`src/hw/comp_pkg.sv`:
```
//////////////////////////////////////////////////////////////////////
// Sizes and encodings shared by the compression datapath
// Counts are LEN_W wide so a full 32 byte buffer fits
//////////////////////////////////////////////////////////////////////
package comp_pkg;

    // Job modes as selected by the host
    typedef enum logic [1:0] {
        MODE_RLE      = 2'd0,
        MODE_DICT     = 2'd1,
        MODE_SHORT    = 2'd2,
        MODE_SCRAMBLE = 2'd3
    } comp_mode_e;

    // Engine FSM
    typedef enum logic [1:0] {
        ST_IDLE     = 2'd0,
        ST_ANALYZE  = 2'd1,
        ST_COMPRESS = 2'd2,
        ST_REPORT   = 2'd3
    } engine_state_e;

    localparam int BUF_DEPTH  = 32;   // Entries per byte buffer
    localparam int BUF_ADDR_W = 5;
    localparam int DICT_DEPTH = 16;   // Dictionary entries
    localparam int LEN_W      = 6;    // All byte counts

    // Seeds both the dictionary and the scrambler
    localparam int PATTERN_W = 56;
    localparam logic [PATTERN_W-1:0] RESET_PATTERN = 56'h12_3456_789A_BCDE;

endpackage
```
`src/hw/host_if_pkg.sv`:
```
//////////////////////////////////////////////////////////////////////
// Host side request and result records
//////////////////////////////////////////////////////////////////////
package host_if_pkg;

    // One byte offered to the input store
    typedef struct packed {
        logic       valid;
        logic [7:0] data;
    } load_req_t;

    // Result of the last job, held until the next start
    typedef struct packed {
        logic                       done;       // One cycle pulse
        logic                       overflow;   // More than 32 bytes produced
        logic [comp_pkg::LEN_W-1:0] out_len;    // Saturates at 63
        logic [7:0]                 first_byte;
    } comp_result_t;

endpackage

```
`src/hw/compression_host.sv`:
```
//////////////////////////////////////////////////////////////////////
// Loads and starts are ignored while busy, there is no back-pressure
//////////////////////////////////////////////////////////////////////
`timescale 1ns/1ps

module compression_host
    import comp_pkg::*;
    import host_if_pkg::*;
#(
    parameter logic [PATTERN_W-1:0] PATTERN = RESET_PATTERN
) (
    input  logic                  clk,
    input  logic                  rst,
    input  load_req_t             load,
    input  logic                  start,
    input  comp_mode_e            mode,
    input  logic [BUF_ADDR_W-1:0] rd_addr,
    output logic [7:0]            rd_data,
    output logic                  busy,
    output comp_result_t          result
);

    logic                  idle;
    logic                  in_wr_en;
    logic [BUF_ADDR_W-1:0] in_addr;    // Load position in idle, read pointer otherwise
    logic [7:0]            in_data;
    logic                  dict_hit;
    logic [3:0]            dict_offset;
    logic                  dict_clear;
    logic                  dict_insert;
    logic [7:0]            dict_byte;
    logic                  out_wr_en;
    logic [BUF_ADDR_W-1:0] out_wr_addr;
    logic [7:0]            out_wr_data;

    assign busy = !idle;

    byte_buffer u_in_buf (
        .clk     (clk),
        .rst     (rst),
        .wr_en   (in_wr_en),
        .wr_addr (in_addr),
        .wr_data (load.data),
        .rd_addr (in_addr),
        .rd_data (in_data)
    );

    byte_buffer u_out_buf (
        .clk     (clk),
        .rst     (rst),
        .wr_en   (out_wr_en),
        .wr_addr (out_wr_addr),
        .wr_data (out_wr_data),
        .rd_addr (rd_addr),
        .rd_data (rd_data)
    );

    lz_dictionary #(.PATTERN(PATTERN)) u_dict (
        .clk         (clk),
        .rst         (rst),
        .clear_ptr   (dict_clear),
        .lookup_byte (dict_byte),
        .hit         (dict_hit),
        .hit_offset  (dict_offset),
        .insert      (dict_insert)
    );

    compression_engine #(.PATTERN(PATTERN)) u_engine (
        .clk          (clk),
        .rst          (rst),
        .idle         (idle),
        .in_wr_en     (in_wr_en),
        .start        (start),
        .mode         (mode),
        .in_count_inc (load.valid),
        .in_rd_addr   (in_addr),
        .in_rd_data   (in_data),
        .dict_hit     (dict_hit),
        .dict_offset  (dict_offset),
        .dict_clear   (dict_clear),
        .dict_insert  (dict_insert),
        .dict_byte    (dict_byte),
        .out_wr_en    (out_wr_en),
        .out_wr_addr  (out_wr_addr),
        .out_wr_data  (out_wr_data),
        .result       (result)
    );

endmodule

```
`src/hw/compression_engine.sv`:
```
//////////////////////////////////////////////////////////////////////
// Job FSM, two cycles per input byte plus a flush and a report cycle
// Output past 32 bytes is counted but not stored
//////////////////////////////////////////////////////////////////////
`timescale 1ns/1ps

module compression_engine
    import comp_pkg::*;
    import host_if_pkg::*;
#(
    parameter logic [PATTERN_W-1:0] PATTERN = RESET_PATTERN
) (
    input  logic                  clk,
    input  logic                  rst,
    output logic                  idle,
    output logic                  in_wr_en,
    input  logic                  start,
    input  comp_mode_e            mode,
    input  logic                  in_count_inc,
    output logic [BUF_ADDR_W-1:0] in_rd_addr,
    input  logic [7:0]            in_rd_data,
    input  logic                  dict_hit,
    input  logic [3:0]            dict_offset,
    output logic                  dict_clear,
    output logic                  dict_insert,
    output logic [7:0]            dict_byte,
    output logic                  out_wr_en,
    output logic [BUF_ADDR_W-1:0] out_wr_addr,
    output logic [7:0]            out_wr_data,
    output comp_result_t          result
);

    engine_state_e        state;
    comp_mode_e           mode_q;
    logic [LEN_W-1:0]     in_count;
    logic [LEN_W-1:0]     rd_ptr;
    logic [LEN_W-1:0]     out_cnt;
    logic [7:0]           cur_byte;
    logic                 run_active;
    logic [3:0]           run_len;
    logic [7:0]           run_val;
    logic [LEN_W-1:0]     run_base;     // Position of the run's first byte
    logic                 pend_valid;   // Second byte waits for ANALYZE
    logic [LEN_W-1:0]     pend_pos;
    logic [7:0]           pend_data;
    logic [PATTERN_W-1:0] pattern;
    logic [7:0]           first_byte_q;
    logic                 start_ok;
    logic                 run_extend;
    logic                 wr_req;
    logic [LEN_W-1:0]     wr_pos;
    logic [7:0]           wr_data;

    function automatic logic [LEN_W-1:0] sat_inc(input logic [LEN_W-1:0] v);
        return (v == '1) ? v : v + 1'b1;
    endfunction

    assign idle       = (state == ST_IDLE);
    assign start_ok   = idle && start && !in_count_inc;   // Loads take priority
    assign in_wr_en   = idle && in_count_inc && (in_count < LEN_W'(BUF_DEPTH));
    assign in_rd_addr = idle ? in_count[BUF_ADDR_W-1:0] : rd_ptr[BUF_ADDR_W-1:0];

    assign dict_byte   = cur_byte;
    assign dict_clear  = start_ok;
    assign dict_insert = (state == ST_COMPRESS) && (mode_q == MODE_DICT) && !dict_hit;

    assign run_extend = run_active && (cur_byte == run_val) && (run_len != 4'd15);

    // One output write per cycle, ANALYZE only drains the pending byte
    always_comb begin
        wr_req  = 1'b0;
        wr_pos  = out_cnt;
        wr_data = cur_byte;
        if (state == ST_ANALYZE) begin
            wr_req  = pend_valid;
            wr_pos  = pend_pos;
            wr_data = pend_data;
        end else if (state == ST_COMPRESS) begin
            wr_req = 1'b1;
            case (mode_q)
                MODE_RLE: begin
                    if (run_extend) begin
                        wr_pos  = run_base;                 // Rewrite count in place
                        wr_data = {4'h0, run_len + 4'd1};
                    end
                end
                MODE_DICT: begin
                    if (dict_hit) begin
                        wr_data = {4'h0, dict_offset};
                    end
                end
                MODE_SHORT: begin
                    if (cur_byte[7:4] == 4'h0) begin
                        wr_data = {4'h1, cur_byte[3:0]};
                    end
                end
                MODE_SCRAMBLE: wr_data = cur_byte ^ pattern[7:0];
                default: wr_req = 1'b0;
            endcase
        end
    end

    assign out_wr_en   = wr_req && (wr_pos < LEN_W'(BUF_DEPTH));
    assign out_wr_addr = wr_pos[BUF_ADDR_W-1:0];
    assign out_wr_data = wr_data;

    always_comb begin
        result            = '0;
        result.done       = (state == ST_REPORT);
        result.overflow   = (out_cnt > LEN_W'(BUF_DEPTH));
        result.out_len    = out_cnt;
        result.first_byte = first_byte_q;   // Cleared at start, so zero if empty
    end

    always_ff @(posedge clk or posedge rst) begin
        if (rst) begin
            state        <= ST_IDLE;
            mode_q       <= MODE_RLE;
            in_count     <= '0;
            rd_ptr       <= '0;
            out_cnt      <= '0;
            run_active   <= 1'b0;
            run_len      <= '0;
            pend_valid   <= 1'b0;
            pattern      <= PATTERN;
            first_byte_q <= '0;
        end else begin
            if (out_wr_en && (out_wr_addr == '0)) begin
                first_byte_q <= out_wr_data;
            end
            case (state)
                ST_IDLE: begin
                    if (in_wr_en) begin
                        in_count <= in_count + 1'b1;
                    end
                    if (start_ok) begin
                        mode_q       <= mode;
                        rd_ptr       <= '0;
                        out_cnt      <= '0;
                        run_active   <= 1'b0;
                        pend_valid   <= 1'b0;
                        first_byte_q <= '0;
                        state        <= ST_ANALYZE;
                    end
                end
                ST_ANALYZE: begin
                    pend_valid <= 1'b0;
                    state      <= (rd_ptr < in_count) ? ST_COMPRESS : ST_REPORT;
                end
                ST_COMPRESS: begin
                    rd_ptr <= rd_ptr + 1'b1;
                    state  <= ST_ANALYZE;
                    case (mode_q)
                        MODE_RLE: begin
                            if (run_extend) begin
                                run_len <= run_len + 4'd1;
                                if (run_len == 4'd1) begin   // Value moves behind count
                                    pend_valid <= 1'b1;
                                    out_cnt    <= sat_inc(out_cnt);
                                end
                            end else begin
                                run_active <= 1'b1;
                                run_len    <= 4'd1;
                                out_cnt    <= sat_inc(out_cnt);
                            end
                        end
                        MODE_DICT: begin
                            if (dict_hit) begin
                                pend_valid <= 1'b1;
                                out_cnt    <= sat_inc(sat_inc(out_cnt));
                            end else begin
                                out_cnt <= sat_inc(out_cnt);
                            end
                        end
                        MODE_SHORT: out_cnt <= sat_inc(out_cnt);
                        MODE_SCRAMBLE: begin
                            out_cnt <= sat_inc(out_cnt);
                            pattern <= {pattern[PATTERN_W-2:0], pattern[PATTERN_W-1]};
                        end
                        default: state <= ST_ANALYZE;
                    endcase
                end
                ST_REPORT: begin
                    in_count <= '0;
                    state    <= ST_IDLE;
                end
                default: state <= ST_IDLE;
            endcase
        end
    end

    // Byte and run payload
    always_ff @(posedge clk) begin
        if (state == ST_ANALYZE) begin
            cur_byte <= in_rd_data;
        end
        if (state == ST_COMPRESS) begin
            if (mode_q == MODE_RLE) begin
                if (!run_extend) begin
                    run_val  <= cur_byte;
                    run_base <= out_cnt;
                end else if (run_len == 4'd1) begin
                    pend_pos  <= out_cnt;
                    pend_data <= run_val;
                end
            end else if (mode_q == MODE_DICT && dict_hit) begin
                pend_pos  <= sat_inc(out_cnt);
                pend_data <= 8'h01;             // Match length is always one
            end
        end
    end

    // Output store must stay stable between jobs for host readback
    a_no_write_idle: assert property (
        @(posedge clk) disable iff (rst)
        idle |-> !out_wr_en
    );

endmodule

```
`src/hw/lz_dictionary.sv`:
```
//////////////////////////////////////////////////////////////////////
// Match table with parallel search, highest matching index wins
// Entries persist across jobs, only reset restores the seed contents
//////////////////////////////////////////////////////////////////////
`timescale 1ns/1ps

module lz_dictionary
    import comp_pkg::*;
#(
    parameter logic [PATTERN_W-1:0] PATTERN = RESET_PATTERN
) (
    input  logic       clk,
    input  logic       rst,
    input  logic       clear_ptr,
    input  logic [7:0] lookup_byte,
    output logic       hit,
    output logic [3:0] hit_offset,
    input  logic       insert
);

    logic [7:0] entry [DICT_DEPTH];
    logic [3:0] ins_ptr;             // Next slot to replace

    always_ff @(posedge clk or posedge rst) begin
        if (rst) begin
            for (int i = 0; i < DICT_DEPTH; i++) begin
                entry[i] <= PATTERN[15:8] ^ 8'(i);
            end
            ins_ptr <= '0;
        end else if (clear_ptr) begin
            ins_ptr <= '0;
        end else if (insert) begin
            entry[ins_ptr] <= lookup_byte;
            ins_ptr        <= ins_ptr + 4'd1;   // Wraps 15 to 0
        end
    end

    // Later matches override earlier ones
    always_comb begin
        hit        = 1'b0;
        hit_offset = '0;
        for (int i = 0; i < DICT_DEPTH; i++) begin
            if (entry[i] == lookup_byte) begin
                hit        = 1'b1;
                hit_offset = 4'(i);
            end
        end
    end

    // The engine inserts only on a miss, so a duplicate entry means a
    // broken handshake between engine and table
    a_no_insert_on_hit: assert property (
        @(posedge clk) disable iff (rst)
        !(insert && hit)
    );

endmodule

```
`src/hw/byte_buffer.sv`:
```
//////////////////////////////////////////////////////////////////////
// Byte store with one synchronous write and a combinational read
//////////////////////////////////////////////////////////////////////
`timescale 1ns/1ps

module byte_buffer
    import comp_pkg::*;
(
    input  logic                  clk,
    input  logic                  rst,
    input  logic                  wr_en,
    input  logic [BUF_ADDR_W-1:0] wr_addr,
    input  logic [7:0]            wr_data,
    input  logic [BUF_ADDR_W-1:0] rd_addr,
    output logic [7:0]            rd_data
);

    logic [7:0] mem [BUF_DEPTH];

    always_ff @(posedge clk or posedge rst) begin
        if (rst) begin
            for (int i = 0; i < BUF_DEPTH; i++) begin
                mem[i] <= 8'h00;
            end
        end else if (wr_en) begin
            mem[wr_addr] <= wr_data;
        end
    end

    assign rd_data = mem[rd_addr];   // Read through, no latency

    // A floating address would silently corrupt some entry
    a_wr_addr_known: assert property (
        @(posedge clk) disable iff (rst)
        wr_en |-> !$isunknown(wr_addr)
    );

endmodule

```
`config.mk`:
```
export PLATFORM = sky130hd
export DESIGN_NAME = compression_host
export DESIGN_NICKNAME = d
export VERILOG_FILES = /design/src/hw/comp_pkg.sv /design/src/hw/host_if_pkg.sv /design/src/hw/compression_host.sv /design/src/hw/compression_engine.sv /design/src/hw/lz_dictionary.sv /design/src/hw/byte_buffer.sv
export SDC_FILE = /design/constraint.sdc
export NUM_CORES = 2
export LEC_CHECK = 0
export BUFFER_PORTS_ARGS = -buffer_cell sky130_fd_sc_hd__buf_2
export CAP_MARGIN = 20
export CORE_ASPECT_RATIO = 0.8
export CORE_UTILIZATION = 30
export CTS_BUF_LIST = sky130_fd_sc_hd__clkbuf_4 sky130_fd_sc_hd__clkbuf_8 sky130_fd_sc_hd__clkbuf_16
export DETAILED_ROUTE_END_ITERATION = 7
export SYNTH_ARGS = -nofsm -noshare
export SYNTH_HDL_FRONTEND = slang
export SYNTH_HIERARCHICAL = 1
export SYNTH_SLANG_ARGS = --single-unit
```
`constraint.sdc`:
```
create_clock -name clk -period 9.5 [get_ports clk]
set_input_delay 0.95 -clock clk [delete_from_list [all_inputs] [get_ports clk]]
set_output_delay 0.95 -clock clk [all_outputs]
set_load 0.02 [all_outputs]
```
# ---- Word-level counts from Yosys, hierarchy flattened
# Cells that the tools add are included.
dict set report op_classes {
  magnitude_cmp 11
  eq_ne 38
  muxes 96
  bitwise_logic 7
  n_addsub 6
  reduce_logical 38
}
# operator n
set op_table {}
lappend op_table {{$bwmux W256} 2}
lappend op_table {{$mux W8} 19}
lappend op_table {{$eq A8 B8 Y1} 17}
lappend op_table {{$bwmux W128} 1}
lappend op_table {{$mux W6} 15}
lappend op_table {{$bmux W8 S5} 2}
lappend op_table {{$demux W8 S5} 2}
lappend op_table {{$mux W4} 11}
lappend op_table {{$pmux W6 S2} 3}
lappend op_table {{$demux W8 S4} 1}
lappend op_table {{$pmux W8 S4} 1}
lappend op_table {{$mux W1} 26}
lappend op_table {{$add A6 B1 Y6 const B} 4}
lappend op_table {{$ge A6 B6 Y1 const B} 3}
lappend op_table {{$not A5 Y6} 3}
lappend op_table {{$pmux W6 S3} 1}
lappend op_table {{$logic_and A1 B1 Y1} 14}
lappend op_table {{$eq A6 B6 Y1 const B} 2}
lappend op_table {{$lt A6 B1 Y1 const B} 2}
lappend op_table {{$lt A6 B6 Y1 const B} 2}
lappend op_table {{$mux W3} 4}
lappend op_table {{$reduce_and A2 Y1} 6}
lappend op_table {{$add A4 B1 Y4 const B} 2}
lappend op_table {{$eq A2 B2 Y1 const B} 4}
lappend op_table {{29 further kinds} 49}
dict set report totals {
  input_bits 19
  output_inout_bits 25
  register_bits 772
  elab_cells 292
}

# ---- Longest topological paths before layout
dict set report depth {
  ltp_word 24
  ltp_mapped 17
}

# ---- By module
# Netlist, hierarchy kept.
# mod seq_area_each_um2 instances cells_each area_per_inst_um2
set modules_own_cells {}
lappend modules_own_cells {byte_buffer 6406.1 2 700 11682.5}
lappend modules_own_cells {lz_dictionary 3403.3 1 545 7065.5}
lappend modules_own_cells {compression_engine 3418.3 1 585 6496.2}
lappend modules_own_cells {compression_host 0.0 1 1 3.8}

# ---- Worst setup path before layout
# OpenSTA, ideal clock, no wires.
dict set report synth_path {
  kind {register to register}
  from {register u_engine.cur_byte[3], in the netlist u_engine/dict_byte[3]}
  to {register u_engine.pend_data[0], enable pin}
  setup_time_ns 0.423
  period_less_slack_ns 4.141
  slack_ns 5.359
  t_required_ns 9.077
  path_buffers 3
  stages_incl_launch_ff 13
  arrival_ns 3.718
  cell_sequence {edfxtp_1 > buf_2 > buf_6 > xor2_1 > nor4_1 > nand2_1 > and2_1 > nor2b_1 > nand4_1 > clkbuf_1 > inv_1 > a21o_1 > nor4_1}
}
dict set report synth_via {
  elab_chain_len 20
}
# element line_no
set synth_rtl {}
lappend synth_rtl {{start, declared} compression_engine.sv:38} ;# logic [7:0] cur_byte;
lappend synth_rtl {{start signal, assigned} compression_engine.sv:195} ;# cur_byte <= in_rd_data;
lappend synth_rtl {{$eq A8 B8 Y1} lz_dictionary.sv:43} ;# if (entry[i] == lookup_byte) begin
lappend synth_rtl {{$mux W1 (15 in series)} lz_dictionary.sv:43}
lappend synth_rtl {{$mux W1 *} lz_dictionary.sv:43}
lappend synth_rtl {{net dict_hit} compression_host.sv:27} ;# logic dict_hit;
lappend synth_rtl {{$logic_and A1 B1 Y1 *} compression_engine.sv:206} ;# end else if (mode_q == MODE_DICT && dict_hit) begin
lappend synth_rtl {{$reduce_bool A2 Y1 (no line) *} -}
lappend synth_rtl {{$reduce_and A4 Y1 (no line) *} -}
lappend synth_rtl {{end signal, assigned} compression_engine.sv:204} ;# pend_data <= run_val;
lappend synth_rtl {{end, declared} compression_engine.sv:45} ;# logic [7:0] pend_data;
# Mark *: on every way through the listed nets, which the timed path passes. The rest lies on a longest branch.
# A chain may end at the register's enable or synchronous reset.

# ---- Worst setup path after layout
dict set report layout_path {
  from {register u_engine.state[0]}
  to {register u_engine.cur_byte[7], in the netlist u_engine/dict_byte[7] (data pin)}
}
dict set report layout_via {
  elab_chain_len 6
}
# element line_no
set layout_rtl {}
lappend layout_rtl {{start, declared} compression_engine.sv:33} ;# engine_state_e state;
lappend layout_rtl {{start signal, assigned} compression_engine.sv:148} ;# state <= (rd_ptr < in_count) ? ST_COMPRESS : ST_REPORT;
lappend layout_rtl {{$logic_not A2 Y1} compression_engine.sv:58} ;# assign idle = (state == ST_IDLE);
lappend layout_rtl {{net idle} compression_host.sv:23} ;# logic idle;
lappend layout_rtl {{$mux W5} compression_engine.sv:61} ;# assign in_rd_addr = idle ? in_count[BUF_ADDR_W-1:0] : rd_ptr[BUF_ADDR_W-1:0];
lappend layout_rtl {{net in_addr[1]} compression_host.sv:25} ;# logic [BUF_ADDR_W-1:0] in_addr;
lappend layout_rtl {{$not A5 Y6 (implied by the code)} byte_buffer.sv:30} ;# assign rd_data = mem[rd_addr];
lappend layout_rtl {{$bmux W8 S5} byte_buffer.sv:30}
lappend layout_rtl {{$mux W8 (implied by the code) (2 in series)} byte_buffer.sv:30}
lappend layout_rtl {{net in_data[7]} compression_host.sv:26} ;# logic [7:0] in_data;
# The timed path passes the listed nets, and every way through them passes these cells. The select of a mux whose other input is x is not followed.

==> flow_summary.toml <==
[status]
outcome = "completed"

[setup_path]
reg2reg_depth = 9
critPathBufInv = 3
cp_max_fo = 41
critPathRequiredTime_ns = 9.88
slowest_delay_ns = 0.78
critical_path_arrival_ns = 5.15
crit_family = "buffers and inverters"
crit_path_top_delay_cell = "dfrtp_1"
crit_chain = "nor2_1 -> inv_1 -> nand2_1 -> o21ai_4 -> buf_4 -> buf_4 -> mux4_2 -> mux4_2 -> mux2_2"
cp_num_cells = 9
endpoint_kind = "flop"
crit_type = "flop to flop"
critPathLaunchType = "flop"

[timing]
tightestPinTransition_ns = 1.079
min_period_ns = 4.767
slew-limit-headroom_pct = 28.06
hold_viol = 0
fin_skew_ns = 0.03746
slew_viol_final = 0
fin_tns_setup_ns = 0
whs_ns = 0.4937
rsz0062_at_grt = "no"
setup_viol = 0
clock.fmax_mhz = 209.8
period_share_pct = 50.18

[global_route]
global_route.usage.total_pct = 13.83
grt_pass1_vias = 21200
grt.overflow.total = 0
grt_max_degree = 126
grt_antenna_before_repair = 0
grt_pass1_wl_um = 134800

[clock_network]
htree_levels = 3
cts_tree = "yes"
clock_sinks = 772
postCtsSetupRepairBufs = 0
postCtsResizedCells = 0
hold_buffers = 0
clock_latency_ns = 0.67
path_clk_slew_ns = 0.06
cts_root_buffer = "clkbuf_16"
cts_inserted_buffers = 84
cts_buffer_depth = 3

[place]
port_buffers = 43
hpwl_um = 52870
gp_congestion = 0.7998

[routing]
drc = 0
wl_per_cell_um = 20.20
vias = 20830
drt-total-wl_um = 85280
drtIter0Drc = 1307
avgViaCountPerCell = 4.935
postRouteAntennaNets = 0
drt_first_pass_iters = 5

[synth]
synth.avg_cell_area_um2 = 14.59
async_flop_share_pct = 95.34
synth_edf_count = 36
syn-num-nets = 2566
synth_cell_types = 75
synthesis.area_um2 = 36930
yosysWarnings = 6
seq_area_frac_synth_pct = 53.16
synth-main-ff-cell = "dfrtp_1"
synth-seq-cells = 772
synth_cells = 2531

[floorplan]
die_h_um = 315.8
fp-row-count = 114
core_area_um2 = 121400
design.die.area_um2 = 124500
die_w_um = 394.3
ios = 44
start_util_pct = 30.42

[power]
ir_drop_mv = 0.1725
p_per_area_nw_per_um2 = 286.3
leakagePower_uw = 0.01858

[final_layout]
layout-drive-gt1-share_pct = 49.60
fill_cells = 11721
n_antenna_cell = 0
nets = 2561
synthToLayoutAreaGrowth_pct = 12.52

[run]
cap_violations = 0

[hold_path]
holdPathStages = 1
min_path_type = "flop to flop"
-- power by group --
group          internal, uW  leakage [uW]  switching [uW]
sequential             4150        0.0100             447
combinational          1750       0.00711            2200
clock                  1940       0.00146            1400
total                  7850        0.0186            4050
-- cells in the final DEF, fill, tap and decap left out, drive strengths merged, types with 29 or more instances in the layout --
master | netlist | final
xnor2 | 53 | 53
dfrtp | 628 | 628
xor2 | 95 | 95
dfstp | 108 | 108
clkinv | 0 | 29
clkbuf | 108 | 118
nand2 | 118 | 118
buf | 66 | 83
mux2 | 726 | 726
inv | 26 | 31
nor2 | 75 | 75
mux4 | 160 | 160
o21ai | 39 | 39
edfxtp | 36 | 36
-- cells in the mapped netlist, types with 9 or more instances --
cell	n	area, um^2
nand2b_1	9	56.30
xor2_1	94	823.3
xnor2_1	53	464.2
a21oi_1	26	130.1
clkbuf_1	108	405.4
nand2_1	118	442.9
mux2_2	710	7995
nor4_1	19	118.9
buf_2	27	135.1
ha_1	16	200.2
nand4_1	21	131.4
and2_1	22	137.6
nor2b_1	11	68.82
nor3b_1	12	90.09
nor2_2	15	93.84
dfrtp_1	628	15720
o21ai_0	36	180.2
edfxtp_1	36	1081
nand3b_1	12	90.09
nand3_1	21	105.1
dfstp_2	108	2838
inv_1	26	97.59
buf_6	25	281.5
a31oi_1	12	75.07
nor2_1	60	225.2
mux4_2	160	3603
-- through the flow --
stage	setup WS [ns]	cell area (um^2)	instances	utilization (%)	power (uW)
2_1_floorplan	1.508	36930	2531	-	7527
3_3_place_gp	4.672	38660	4064	31.85	8583
3_5_place_dp	4.675	38660	4064	31.85	8624
4_1_cts	4.670	41550	4221	34.23	12040
5_1_grt	4.323	41550	4221	34.23	12570
6_report	4.733	41550	4221	34.23	11900
-- final cells by class --
type,instances,area (um^2),share of cell area [%]
Clock inverter,39,439.2,1.057
Sequential cell,772,19630,47.25
Multi-Input combinational cell,1559,16360,39.37
Tap cell,1624,2032,4.890
Clock buffer,118,2451,5.899
Inverter,26,117.6,0.2830
Timing Repair Buffer,83,520.5,1.253
-- path summary, 6_finish.rpt --
path / end / slack (ns) / start
max in group asynchronous: u_in_buf/mem[221] / 7.31 / rst
min reg2reg: u_engine/pattern[41] / 0.49 / u_engine/pattern[40]
min in group asynchronous: u_engine/rd_ptr[4] / 0.52 / rst
min: u_engine/pattern[41] / 0.49 / u_engine/pattern[40]
max: u_engine/dict_byte[7] / 4.73 / u_engine/state[0]
max reg2reg: u_engine/dict_byte[7] / 4.73 / u_engine/state[0]
-- routing by layer --
metal | global-route usage [%] | part of all wire (%) | up-vias
met2 | 20.19 | 44 | 410
met4 | 3.493 | 1.7 | 0
met5 | 0 | 0 | -
met1 | 21.12 | 50 | 11072
met3 | 2.273 | 4.3 | 93
li1 | - | - | 9255
-- registers in the layout, summed over array words and instances (netlist names) --
signal                 count
u_engine/state             2
u_engine/pend_data         8
u_out_buf/mem            256
u_engine/pend_pos          6
u_engine/run_base          6
u_dict/ins_ptr             4
u_engine/pattern          56
u_engine/run_len           4
u_engine/out_cnt           6
u_engine/run_active        1
u_engine/run_val           8
u_engine/mode_q            2
u_engine/rd_ptr            6
u_engine/dict_byte         8
u_engine/pend_valid        1
u_engine/in_count          6
u_in_buf/mem             256
u_engine/first_byte_q      8
u_dict/entry             128
-- worst register-to-register path, cell delays in order, from the launching register on --
cell	delay (ns)
dfrtp_1	0.78
nor2_1	0.27
inv_1	0.40
nand2_1	0.16
o21ai_4	0.08
buf_4	0.52
buf_4	0.75
mux4_2	0.65
mux4_2	0.52
mux2_2	0.37
-- kinds of logic after synthesis --
| kind of cell | count (synthesis) | synth area share, % |
|---|---|---|
| AO/OA/AOI/OAI | 130 | 2.209 |
| XOR/XNOR | 148 | 3.530 |
| adder cells (fa/ha/maj) | 16 | 0.5421 |
| buffers and inverters | 200 | 2.788 |
| flip-flops | 772 | 53.16 |
| multiplexers | 894 | 32.19 |
| AND/OR/NAND/NOR | 371 | 5.573 |
Note: power is estimated with default switching activity, not from simulation.
